$ cat config.mk
export PLATFORM = sky130hd
export DESIGN_NAME = cap_pipe_top
export DESIGN_NICKNAME = d
export VERILOG_FILES = /design/src/design/cap_types_pkg.sv /design/src/design/pipe_types_pkg.sv /design/src/design/insn_decoder.sv /design/src/design/operand_stage.sv /design/src/design/cap_alu_stage.sv /design/src/design/cap_pipe_top.sv
export VERILOG_INCLUDE_DIRS = /design/src /design/src/design
export SDC_FILE = /design/constraint.sdc
export NUM_CORES = 2
export LEC_CHECK = 0
export BUFFER_PORTS_ARGS = -buffer_cell sky130_fd_sc_hd__buf_2
export CORE_ASPECT_RATIO = 1.2
export CORE_UTILIZATION = 45
export DETAILED_ROUTE_END_ITERATION = 8
export GPL_ROUTABILITY_DRIVEN = 0
export PLACE_DENSITY = 0.64
export SLEW_MARGIN = 15
export SYNTH_ARGS = -nofsm -noshare
export SYNTH_HDL_FRONTEND = slang
export SYNTH_SLANG_ARGS = --single-unit
$ cat constraint.sdc
create_clock -name CLK -period 5.2 [get_ports CLK]
set_clock_uncertainty 0.2 [all_clocks]
set_input_delay 1.04 -clock CLK [delete_from_list [all_inputs] [get_ports CLK]]
set_output_delay 1.04 -clock CLK [all_outputs]
set_load 0.005 [all_outputs]
$ cat src/design/cap_pipe_macros.svh
/*
 * Widths, register count and instruction encodings
 * for the reduced capability pipeline
 */
`ifndef CAP_PIPE_MACROS_SVH
`define CAP_PIPE_MACROS_SVH

`define CP_XLEN   32
`define CP_INSN_W 32
`define CP_NREGS  32
`define CP_REG_W  5

// Major opcodes
`define CP_OPC_OPIMM 7'b0010011
`define CP_OPC_CAP   7'b1011011

// Capability group, funct3 == 000
`define CP_F7_CINCOFFSET 7'b0010001
`define CP_F7_CSUB       7'b0010100
`define CP_F7_UNARY      7'b1111111

// Unary group selects on the rs2 field
`define CP_R2_CMOVE     5'h0a
`define CP_R2_CCLEARTAG 5'h0b
`define CP_R2_CGETTAG   5'h04

`endif

$ cat src/design/cap_types_pkg.sv
/*
 * Reduced capability type: tag bit plus address,
 * with the almighty reset value and the null value
 */
`default_nettype none

`include "cap_pipe_macros.svh"

package cap_types_pkg;

    typedef struct packed {
        logic                tag;
        logic [`CP_XLEN-1:0] addr;
    } cap_t;

    // Held by every register after reset
    localparam cap_t CAP_ALMIGHTY = '{
        tag:  1'b1,
        addr: '0
    };

    // Plain integer zero, no authority
    localparam cap_t CAP_NULL = '{
        tag:  1'b0,
        addr: '0
    };

endpackage

`default_nettype wire

$ cat src/design/pipe_types_pkg.sv
/*
 * Operation enum and the structs passed between
 * decoder, operand stage and ALU stage
 */
`default_nettype none

`include "cap_pipe_macros.svh"

package pipe_types_pkg;

    import cap_types_pkg::*;

    typedef enum logic [2:0] {
        OP_ADDI,
        OP_CINCOFFSET,
        OP_CSUB,
        OP_CMOVE,
        OP_CCLEARTAG,
        OP_CGETTAG,
        OP_ILLEGAL
    } op_e;

    // Decoder to operand stage
    typedef struct packed {
        op_e                  op;
        logic [`CP_REG_W-1:0] rd;
        logic [`CP_REG_W-1:0] r1;
        logic [`CP_REG_W-1:0] r2;
        logic [`CP_XLEN-1:0]  imm;   // I-immediate, sign extended
    } dec_insn_t;

    // Operand stage to ALU stage
    typedef struct packed {
        op_e                  op;
        logic [`CP_REG_W-1:0] rd;
        logic [`CP_XLEN-1:0]  imm;
        cap_t                 c1;
        cap_t                 c2;
    } exec_req_t;

    // Result of one instruction
    typedef struct packed {
        logic [`CP_REG_W-1:0] rd;
        cap_t                 value;
        logic                 exc;   // Illegal encoding
    } retire_t;

endpackage

`default_nettype wire

$ cat src/design/insn_decoder.sv
/*
 * Instruction decoder: field split, op select,
 * immediate sign extension, one register stage
 */
`timescale 1ns/100ps
`default_nettype none

`include "cap_pipe_macros.svh"

module insn_decoder (
    input  wire logic                    CLK,
    input  wire logic                    rst_n,
    input  wire logic                    insn_valid,
    input  wire logic [`CP_INSN_W-1:0]   insn,
    output logic                         dec_valid,
    output pipe_types_pkg::dec_insn_t    dec
);

    import pipe_types_pkg::*;

    logic [6:0]           opcode;
    logic [2:0]           funct3;
    logic [6:0]           funct7;
    logic [`CP_REG_W-1:0] rd;
    logic [`CP_REG_W-1:0] rs1;
    logic [`CP_REG_W-1:0] rs2;
    op_e                  op;

    assign opcode = insn[6:0];
    assign rd     = insn[11:7];
    assign funct3 = insn[14:12];
    assign rs1    = insn[19:15];
    assign rs2    = insn[24:20];
    assign funct7 = insn[31:25];

    always_comb begin
        op = OP_ILLEGAL;
        if (opcode == `CP_OPC_OPIMM && funct3 == 3'b000) begin
            op = OP_ADDI;
        end else if (opcode == `CP_OPC_CAP && funct3 == 3'b000) begin
            case (funct7)
                `CP_F7_CINCOFFSET: op = OP_CINCOFFSET;
                `CP_F7_CSUB:       op = OP_CSUB;
                `CP_F7_UNARY: begin
                    case (rs2)   // rs2 is a sub-opcode here
                        `CP_R2_CMOVE:     op = OP_CMOVE;
                        `CP_R2_CCLEARTAG: op = OP_CCLEARTAG;
                        `CP_R2_CGETTAG:   op = OP_CGETTAG;
                        default:          op = OP_ILLEGAL;
                    endcase
                end
                default: op = OP_ILLEGAL;
            endcase
        end
    end

    always_ff @(posedge CLK or negedge rst_n) begin
        if (!rst_n) begin
            dec_valid <= 1'b0;
        end else begin
            dec_valid <= insn_valid;
        end
    end

    always_ff @(posedge CLK) begin
        if (insn_valid) begin
            dec.op  <= op;
            dec.rd  <= rd;
            dec.r1  <= rs1;
            dec.r2  <= rs2;
            dec.imm <= {{(`CP_XLEN-12){insn[31]}}, insn[31:20]};
        end
    end

    a_dec_latency: assert property (@(posedge CLK) disable iff (!rst_n)
        dec_valid == $past(insn_valid));

endmodule

`default_nettype wire

$ cat src/design/operand_stage.sv
/*
 * Capability register file with retire write port,
 * operand read with forwarding, request register
 */
`timescale 1ns/100ps
`default_nettype none

`include "cap_pipe_macros.svh"

module operand_stage (
    input  wire logic                      CLK,
    input  wire logic                      rst_n,
    input  wire logic                      dec_valid,
    input  wire pipe_types_pkg::dec_insn_t dec,
    input  wire logic                      pend_valid,
    input  wire pipe_types_pkg::retire_t   pend,
    input  wire logic                      retire_valid,
    input  wire pipe_types_pkg::retire_t   retire,
    output logic                           req_valid,
    output pipe_types_pkg::exec_req_t      req
);

    import cap_types_pkg::*;
    import pipe_types_pkg::*;

    cap_t regs [`CP_NREGS];
    cap_t c1;
    cap_t c2;

    // Write port, results with no exception and a nonzero rd
    always_ff @(posedge CLK or negedge rst_n) begin
        if (!rst_n) begin
            for (int i = 0; i < `CP_NREGS; i++) begin
                regs[i] <= CAP_ALMIGHTY;
            end
        end else if (retire_valid && !retire.exc && retire.rd != '0) begin
            regs[retire.rd] <= retire.value;
        end
    end

    // x0 first, then the ALU result, the retiring result and the file
    function automatic cap_t read_src(input logic [`CP_REG_W-1:0] r);
        if (r == '0) begin
            return CAP_NULL;
        end else if (pend_valid && !pend.exc && pend.rd == r) begin
            return pend.value;
        end else if (retire_valid && !retire.exc && retire.rd == r) begin
            return retire.value;   // Lands in the file on this edge
        end
        return regs[r];
    endfunction

    always_comb begin
        c1 = read_src(dec.r1);
        c2 = read_src(dec.r2);
    end

    always_ff @(posedge CLK or negedge rst_n) begin
        if (!rst_n) begin
            req_valid <= 1'b0;
        end else begin
            req_valid <= dec_valid;
        end
    end

    always_ff @(posedge CLK) begin
        if (dec_valid) begin
            req.op  <= dec.op;
            req.rd  <= dec.rd;
            req.imm <= dec.imm;
            req.c1  <= c1;
            req.c2  <= c2;
        end
    end

    a_r1_zero_null: assert property (@(posedge CLK) disable iff (!rst_n)
        dec_valid && dec.r1 == '0 |=> req_valid && req.c1 == CAP_NULL);

endmodule

`default_nettype wire

$ cat src/design/cap_alu_stage.sv
/*
 * Capability execution stage: result per operation,
 * combinational pending result and registered retire
 */
`timescale 1ns/100ps
`default_nettype none

`include "cap_pipe_macros.svh"

module cap_alu_stage (
    input  wire logic                      CLK,
    input  wire logic                      rst_n,
    input  wire logic                      req_valid,
    input  wire pipe_types_pkg::exec_req_t req,
    output logic                           pend_valid,
    output pipe_types_pkg::retire_t        pend,
    output logic                           retire_valid,
    output pipe_types_pkg::retire_t        retire
);

    import cap_types_pkg::*;
    import pipe_types_pkg::*;

    retire_t res;

    always_comb begin
        res.rd    = req.rd;
        res.value = CAP_NULL;   // untagged zero unless set below
        res.exc   = 1'b0;
        case (req.op)
            OP_ADDI: begin
                res.value.addr = req.c1.addr + req.imm;
            end
            OP_CINCOFFSET: begin
                res.value.tag  = req.c1.tag;
                res.value.addr = req.c1.addr + req.c2.addr;
            end
            OP_CSUB: begin
                res.value.addr = req.c1.addr - req.c2.addr;
            end
            OP_CMOVE: begin
                res.value = req.c1;
            end
            OP_CCLEARTAG: begin
                res.value.addr = req.c1.addr;
            end
            OP_CGETTAG: begin
                res.value.addr = `CP_XLEN'(req.c1.tag);
            end
            default: begin
                res.exc = 1'b1;   // Illegal, value stays null
            end
        endcase
    end

    // Seen by the operand stage for forwarding
    assign pend_valid = req_valid;
    assign pend       = res;

    always_ff @(posedge CLK or negedge rst_n) begin
        if (!rst_n) begin
            retire_valid <= 1'b0;
        end else begin
            retire_valid <= req_valid;
        end
    end

    always_ff @(posedge CLK) begin
        if (req_valid) begin
            retire <= res;
        end
    end

    a_retire_latency: assert property (@(posedge CLK) disable iff (!rst_n)
        retire_valid == $past(req_valid));

endmodule

`default_nettype wire

$ cat src/design/cap_pipe_top.sv
/*
 * Capability pipeline top level:
 * decoder, operand stage and ALU stage
 */
`timescale 1ns/100ps
`default_nettype none

module cap_pipe_top (
    input  wire logic                CLK,
    input  wire logic                rst_n,
    input  wire logic                insn_valid,
    input  wire logic [31:0]         insn,
    output logic                     retire_valid,
    output pipe_types_pkg::retire_t  retire
);

    import pipe_types_pkg::*;

    logic      dec_valid;
    dec_insn_t dec;
    logic      req_valid;
    exec_req_t req;
    logic      pend_valid;
    retire_t   pend;

    insn_decoder decoder_i (
        .CLK        (CLK),
        .rst_n      (rst_n),
        .insn_valid (insn_valid),
        .insn       (insn),
        .dec_valid  (dec_valid),
        .dec        (dec)
    );

    operand_stage operand_i (
        .CLK          (CLK),
        .rst_n        (rst_n),
        .dec_valid    (dec_valid),
        .dec          (dec),
        .pend_valid   (pend_valid),
        .pend         (pend),
        .retire_valid (retire_valid),   // Register file write port
        .retire       (retire),
        .req_valid    (req_valid),
        .req          (req)
    );

    cap_alu_stage alu_i (
        .CLK          (CLK),
        .rst_n        (rst_n),
        .req_valid    (req_valid),
        .req          (req),
        .pend_valid   (pend_valid),
        .pend         (pend),
        .retire_valid (retire_valid),
        .retire       (retire)
    );

endmodule

`default_nettype wire

# Yosys cells after proc, flatten, opt, wreduce, memory -nomap -nowiden
# Cells that the tools add are included.
# Widths: inputs -> output; s select.
[totals] register_bits=1213 latch_bits=0 ramBits=0 rom_bits=0 output_inout_bits=40 mem_count=0
[op_classes] add_sub_neg=3 multipliers=0 div=0 magnitude_cmp=4 eq_ne=17 shift=0 muxes=29 bitwise_logic=4 n_reduce_logical=20
[ops] cell="$bwmux 1056" count=1
[ops] cell="$bmux 33 s5" count=2
[ops] cell="$mux 33" count=7
[ops] cell="$mux 32" count=6
[ops] cell="$demux 33 s5" count=1
[ops] cell="$pmux 32 s5" count=1
[ops] cell="$add 32x32->32" count=2
[ops] cell="$sub 32x32->32" count=1
[ops] cell="$eq 7x5->1 const B" count=3
[ops] cell="$eq 5x5->1" count=4
[ops] cell="$ge 6x6->1 const B" count=3
[ops] cell="$not 5->6" count=3
[ops] cell="$pmux 3 s3" count=2
[ops] cell="$eq 7x7->1 const B" count=2
[ops] cell="$eq 5x4->1 const B" count=2
[ops] cell="$logic_and 1x1->1" count=10
[ops] cell="$logic_not 5->1" count=2
[ops] cell="$mux 1" count=8
[ops] cell="$eq 3x2->1 const B" count=2
[ops] cell="$eq 3x3->1 const B" count=2
[ops] cell="$logic_not 3->1" count=2
[ops] cell="$lt 6x1->1 const B" count=1
[ops] cell="$reduce_or 2->1" count=3
[ops] cell="$reduce_or 6->1" count=1
[ops] cell="other kinds (6)" count=6

# Logic depth before layout (Yosys ltp)
[logic_depth] depth_word=7 mapped_depth=22 mapped_depth_nobuf=22

# By module
# A second synthesis with hierarchy kept.
[hier_totals] cells_unflattened=4480 area_unflattened_um2=66113.4
[modules_own_cells] module="operand_stage" n_inst=1 cells_each=3776 area_each_um2=60116.4
[modules_own_cells] module="cap_alu_stage" n_inst=1 cells_each=624 area_each_um2=4849.7
[modules_own_cells] module="insn_decoder" n_inst=1 cells_each=80 area_each_um2=1147.4

# Worst setup path after synthesis
# OpenSTA, ideal clock, no wires.
[synth_path] kind="register -> register" from="register, netlist name operand_i.req[66]" to="register, netlist name operand_i.req[29]" t_arrival_ns=4.345 t_required_ns=4.724 slack_ns=0.379 stages_incl_launch_ff=23 n_path_buf=0 path_cell_list="edfxtp_1 -> inv_1 -> ha_1 -> nand2_1 -> or3_1 -> or3_1 -> nor2_1 -> nand2_1 -> ha_1 -> nor2_1 -> a31oi_1 -> o22ai_1 -> a21oi_1 -> ha_1 -> a21o_1 -> nand2_1 -> o211ai_1 -> o31a_1 -> o31a_1 -> a311oi_2 -> nor4_1 -> a211oi_1 -> o22ai_1"

==> flow_metrics.py <==
metrics = {
    "status": {
        "outcome": "finished with violations",
        "violations": "setup timing",
    },
    "clock_tree": {
        "worstSkewPairLatency_ns": 0.75,
        "cts_tree": "yes",
        "cts_buffers": 120,
        "cts_hold_buffers": 0,
        "cts_max_path_buffers": 3,
        "clk_pin_slew_ns": 0.07,
        "clock_sinks": 1208,
        "cts-htree-levels": 3,
        "cts_root_buffer": "clkbuf_16",
    },
    "timing": {
        "final-setup-viol-count": 6,
        "fmax_mhz": 188.6,
        "period_needed_ns": 5.302,
        "setup_slack_ns": -0.1019,
        "drv_slew": 0,
        "finalCritPeriodShare_pct": 102.0,
        "slew-limit-headroom_pct": 14.06,
        "hold_viol": 0,
        "worst_slew_pin_slew_ns": 1.289,
        "rsz0062_at_grt": "yes",
    },
    "pwr": {
        "total_power_uw": 27730,
        "ir_drop_uv": 308.4,
        "powerDensity_nw_per_um2": 380.2,
        "leakagePower_uw": 0.03113,
    },
    "route": {
        "viasPerCell": 6.495,
        "drt_iter0_drc": 3994,
        "postRouteAntennaNets": 0,
        "drt_pre_antenna_iters": 5,
        "route.detailed.drc": 0,
        "wl_mm": 198.8,
        "vias": 41220,
        "wire_per_inst_um": 31.32,
    },
    "place": {
        "io_buffers": 74,
        "post_dp_cell_area_um2": 68640,
        "post-dp-hpwl_mm": 117.2,
    },
    "floorplanning": {
        "pin_count": 75,
        "placeableCoreArea_um2": 143600,
        "die_height_um": 419.4,
        "dieWidth_um": 349.9,
        "start_util_pct": 45.51,
        "die_area_um2": 146700,
        "rows": 152,
    },
    "layout": {
        "mostFrequentLayoutCell": "mux2_2",
        "stdcell_area_um2": 72940,
        "nFillCells": 11900,
        "multi_input_area_um2": 32890,
        "drive_above_1_share_pct": 51.84,
        "regArea_um2": 31020,
        "final_cell_mix": "mux2_2, dfrtp_1, mux4_2",
        "layout.nets": 4395,
        "area_growth_pct": 11.63,
    },
    "yosys": {
        "syn_nets": 4445,
        "ys_seq_area_share_pct": 47.46,
        "yosysWarnings": 0,
        "synth_largest_area_cell": "dfrtp_1",
        "postSynthCellCount": 4371,
        "syn_area_um2": 65340,
        "synthFlopType": "dfrtp_1",
        "ys_ff_latch": 1208,
        "synth_cell_types": 82,
        "ys_top_cells_by_area": "dfrtp_1, mux4_2, mux2_2, edfxtp_1, clkbuf_1",
        "synth_top_area_share_pct": 39.33,
        "avgSynthCellArea_um2": 14.95,
        "synth_edf_count": 149,
        "async_reset_ff_share_pct": 87.67,
    },
    "worst_setup_path": {
        "reg2reg_depth": 23,
        "worstSetupEndpointType": "register",
        "cp_cell_sequence": "inv_2 -> ha_4 -> nand2_2 -> or3_4 -> or3_4 -> nor2_4 -> nand2_2 -> ha_4 -> nor2_2 -> a31oi_1 -> o22ai_1 -> a21oi_1 -> ha_1 -> a21o_1 -> nand2_2 -> o211ai_1 -> o31a_1 -> o31a_1 -> a311oi_4 -> buf_4 -> xnor2_2 -> nand2_2 -> a311oi_1",
        "crit_slowest_cell": "edfxtp_1",
        "cp_common_cell": "nand2_2",
        "criticalPathCategory": "reg2reg",
        "worstPathRequired_ns": 5.56,
        "critPathLaunchType": "register",
        "reg2reg_setup_slack_ns": -0.10,
        "cpPeakStageDelay_ns": 0.42,
        "cp.arrival_ns": 5.67,
        "cp_max_fo": 4,
    },
    "grt": {
        "grt_pass1_wl_mm": 293.9,
        "grt_use_total_pct": 27.57,
        "grt_max_degree": 113,
        "grt_overflow_total": 0,
        "grt_pass1_vias": 42350,
        "antenna_found_initial": 2,
    },
    "hold_path": {
        "hold_path.class": "in2async",
    },
    "job": {
        "drv_cap": 0,
    },
}
routing by layer:
metal	vias up	routed length, µm	GRT usage (%)
met5	-	10	0
met4	2	8526	11.65
met3	369	14540	4.900
met2	1607	94630	43.78
met1	22400	81090	37.42
li1	16840	-	-
metrics by stage:
step	instances	hold WS, ns	setup slack [ns]	setup TNS, ns	util [%]
floorplan	4371	0.2003	0.3788	0	-
global placement	6112	0.1566	-0.007981	-0.009934	47.81
detailed placement	6112	0.1576	-0.01822	-0.02903	47.81
CTS	6334	0.1399	0.01780	0	50.61
global route	6344	0.1799	-0.2826	-3.515	50.80
finish	6347	0.1463	-0.1019	-0.2563	50.80
final cells by class:
| cell class | instances | area share (%) |
|---|---|---|
| Clock buffer | 171 | 4.823 |
| Tap cell | 1925 | 3.302 |
| Sequential cell | 1208 | 42.53 |
| Multi-Input combinational cell | 2669 | 45.09 |
| Antenna cell | 3 | 0.01029 |
| Inverter | 41 | 0.2110 |
| Clock inverter | 49 | 0.6518 |
| Timing Repair Buffer | 281 | 3.386 |
synth_stat cells, drive strengths merged (5+ instances only):
| cell | number |
|---|---|
| a22oi | 15 |
| dfstp | 32 |
| o21ai | 67 |
| a21o | 19 |
| mux4 | 650 |
| xor2 | 30 |
| buf | 116 |
| ha | 38 |
| a31oi | 26 |
| nand2b | 18 |
| o31ai | 5 |
| nand2 | 128 |
| or4 | 7 |
| mux2i | 43 |
| o211ai | 5 |
| nand3 | 15 |
| nor2 | 151 |
| or3 | 21 |
| a32o | 6 |
| nor3 | 28 |
| nor2b | 11 |
| clkbuf | 337 |
| nand4 | 13 |
| xnor2 | 35 |
| o22ai | 30 |
| o31a | 6 |
| a211oi | 34 |
| nor4 | 12 |
| and3 | 8 |
| edfxtp | 149 |
| nand3b | 5 |
| o21a | 6 |
| mux2 | 1037 |
| dfrtp | 1027 |
| a21oi | 132 |
| o22a | 11 |
| inv | 40 |
timing repair:
item,in CTS,in global routing
cloned,0,0
endpoints found under the setup margin,6,36
pin swaps,2,19
hold endpoints to repair,0,0
buffers inserted,2,7
gates resized for setup,2,41
final timing paths:
kind,startpoint,endpoint
min in group CLK,operand_i.regs[1055],operand_i.regs[1055]
worst max register to register,operand_i.req[67],operand_i.req[27]
worst min-delay path,rst_n,operand_i.regs[404]
worst max-delay path,operand_i.req[67],operand_i.req[27]
max in group asynchronous,rst_n,operand_i.regs[344]
worst min register to register,operand_i.regs[1055],operand_i.regs[1055]
logic make-up after synthesis:
kind of cell / after synthesis / share of synthesized area, %
multiplexers: 1730 / 40.93
flip-flops: 1208 / 47.46
buffers and inverters: 494 / 2.893
AND/OR/NAND/NOR: 431 / 3.110
AO/OA/AOI/OAI: 404 / 3.969
XOR/XNOR: 65 / 0.8712
adder cells (fa/ha/maj): 39 / 0.7583
power breakdown:
part / internal [µW] / switching, µW
Combinational: 3530 / 2860
Clock: 5040 / 3890
Sequential: 11200 / 1230
Total: 19800 / 7970
flip-flops by register name (all words and copies together), names as in the netlist:
name / flops
operand_i.req: 85
decoder_i.dec_valid: 1
operand_i.regs: 1056
alu_i.retire_valid: 1
decoder_i.dec: 25
operand_i.req_valid: 1
alu_i.retire: 39
worst max-delay path, delay by kind of cell, from the launching register on:
kind | cells | cell delay (ns)
AO/OA/AOI/OAI | 9 | 2.10
XOR/XNOR | 1 | 0.12
adder cells (fa/ha/maj) | 3 | 0.72
buffers and inverters | 2 | 0.29
flip-flops | 1 | 0.42
AND/OR/NAND/NOR | 8 | 1.26
No activity file was read; power rests on OpenSTA's default activity.
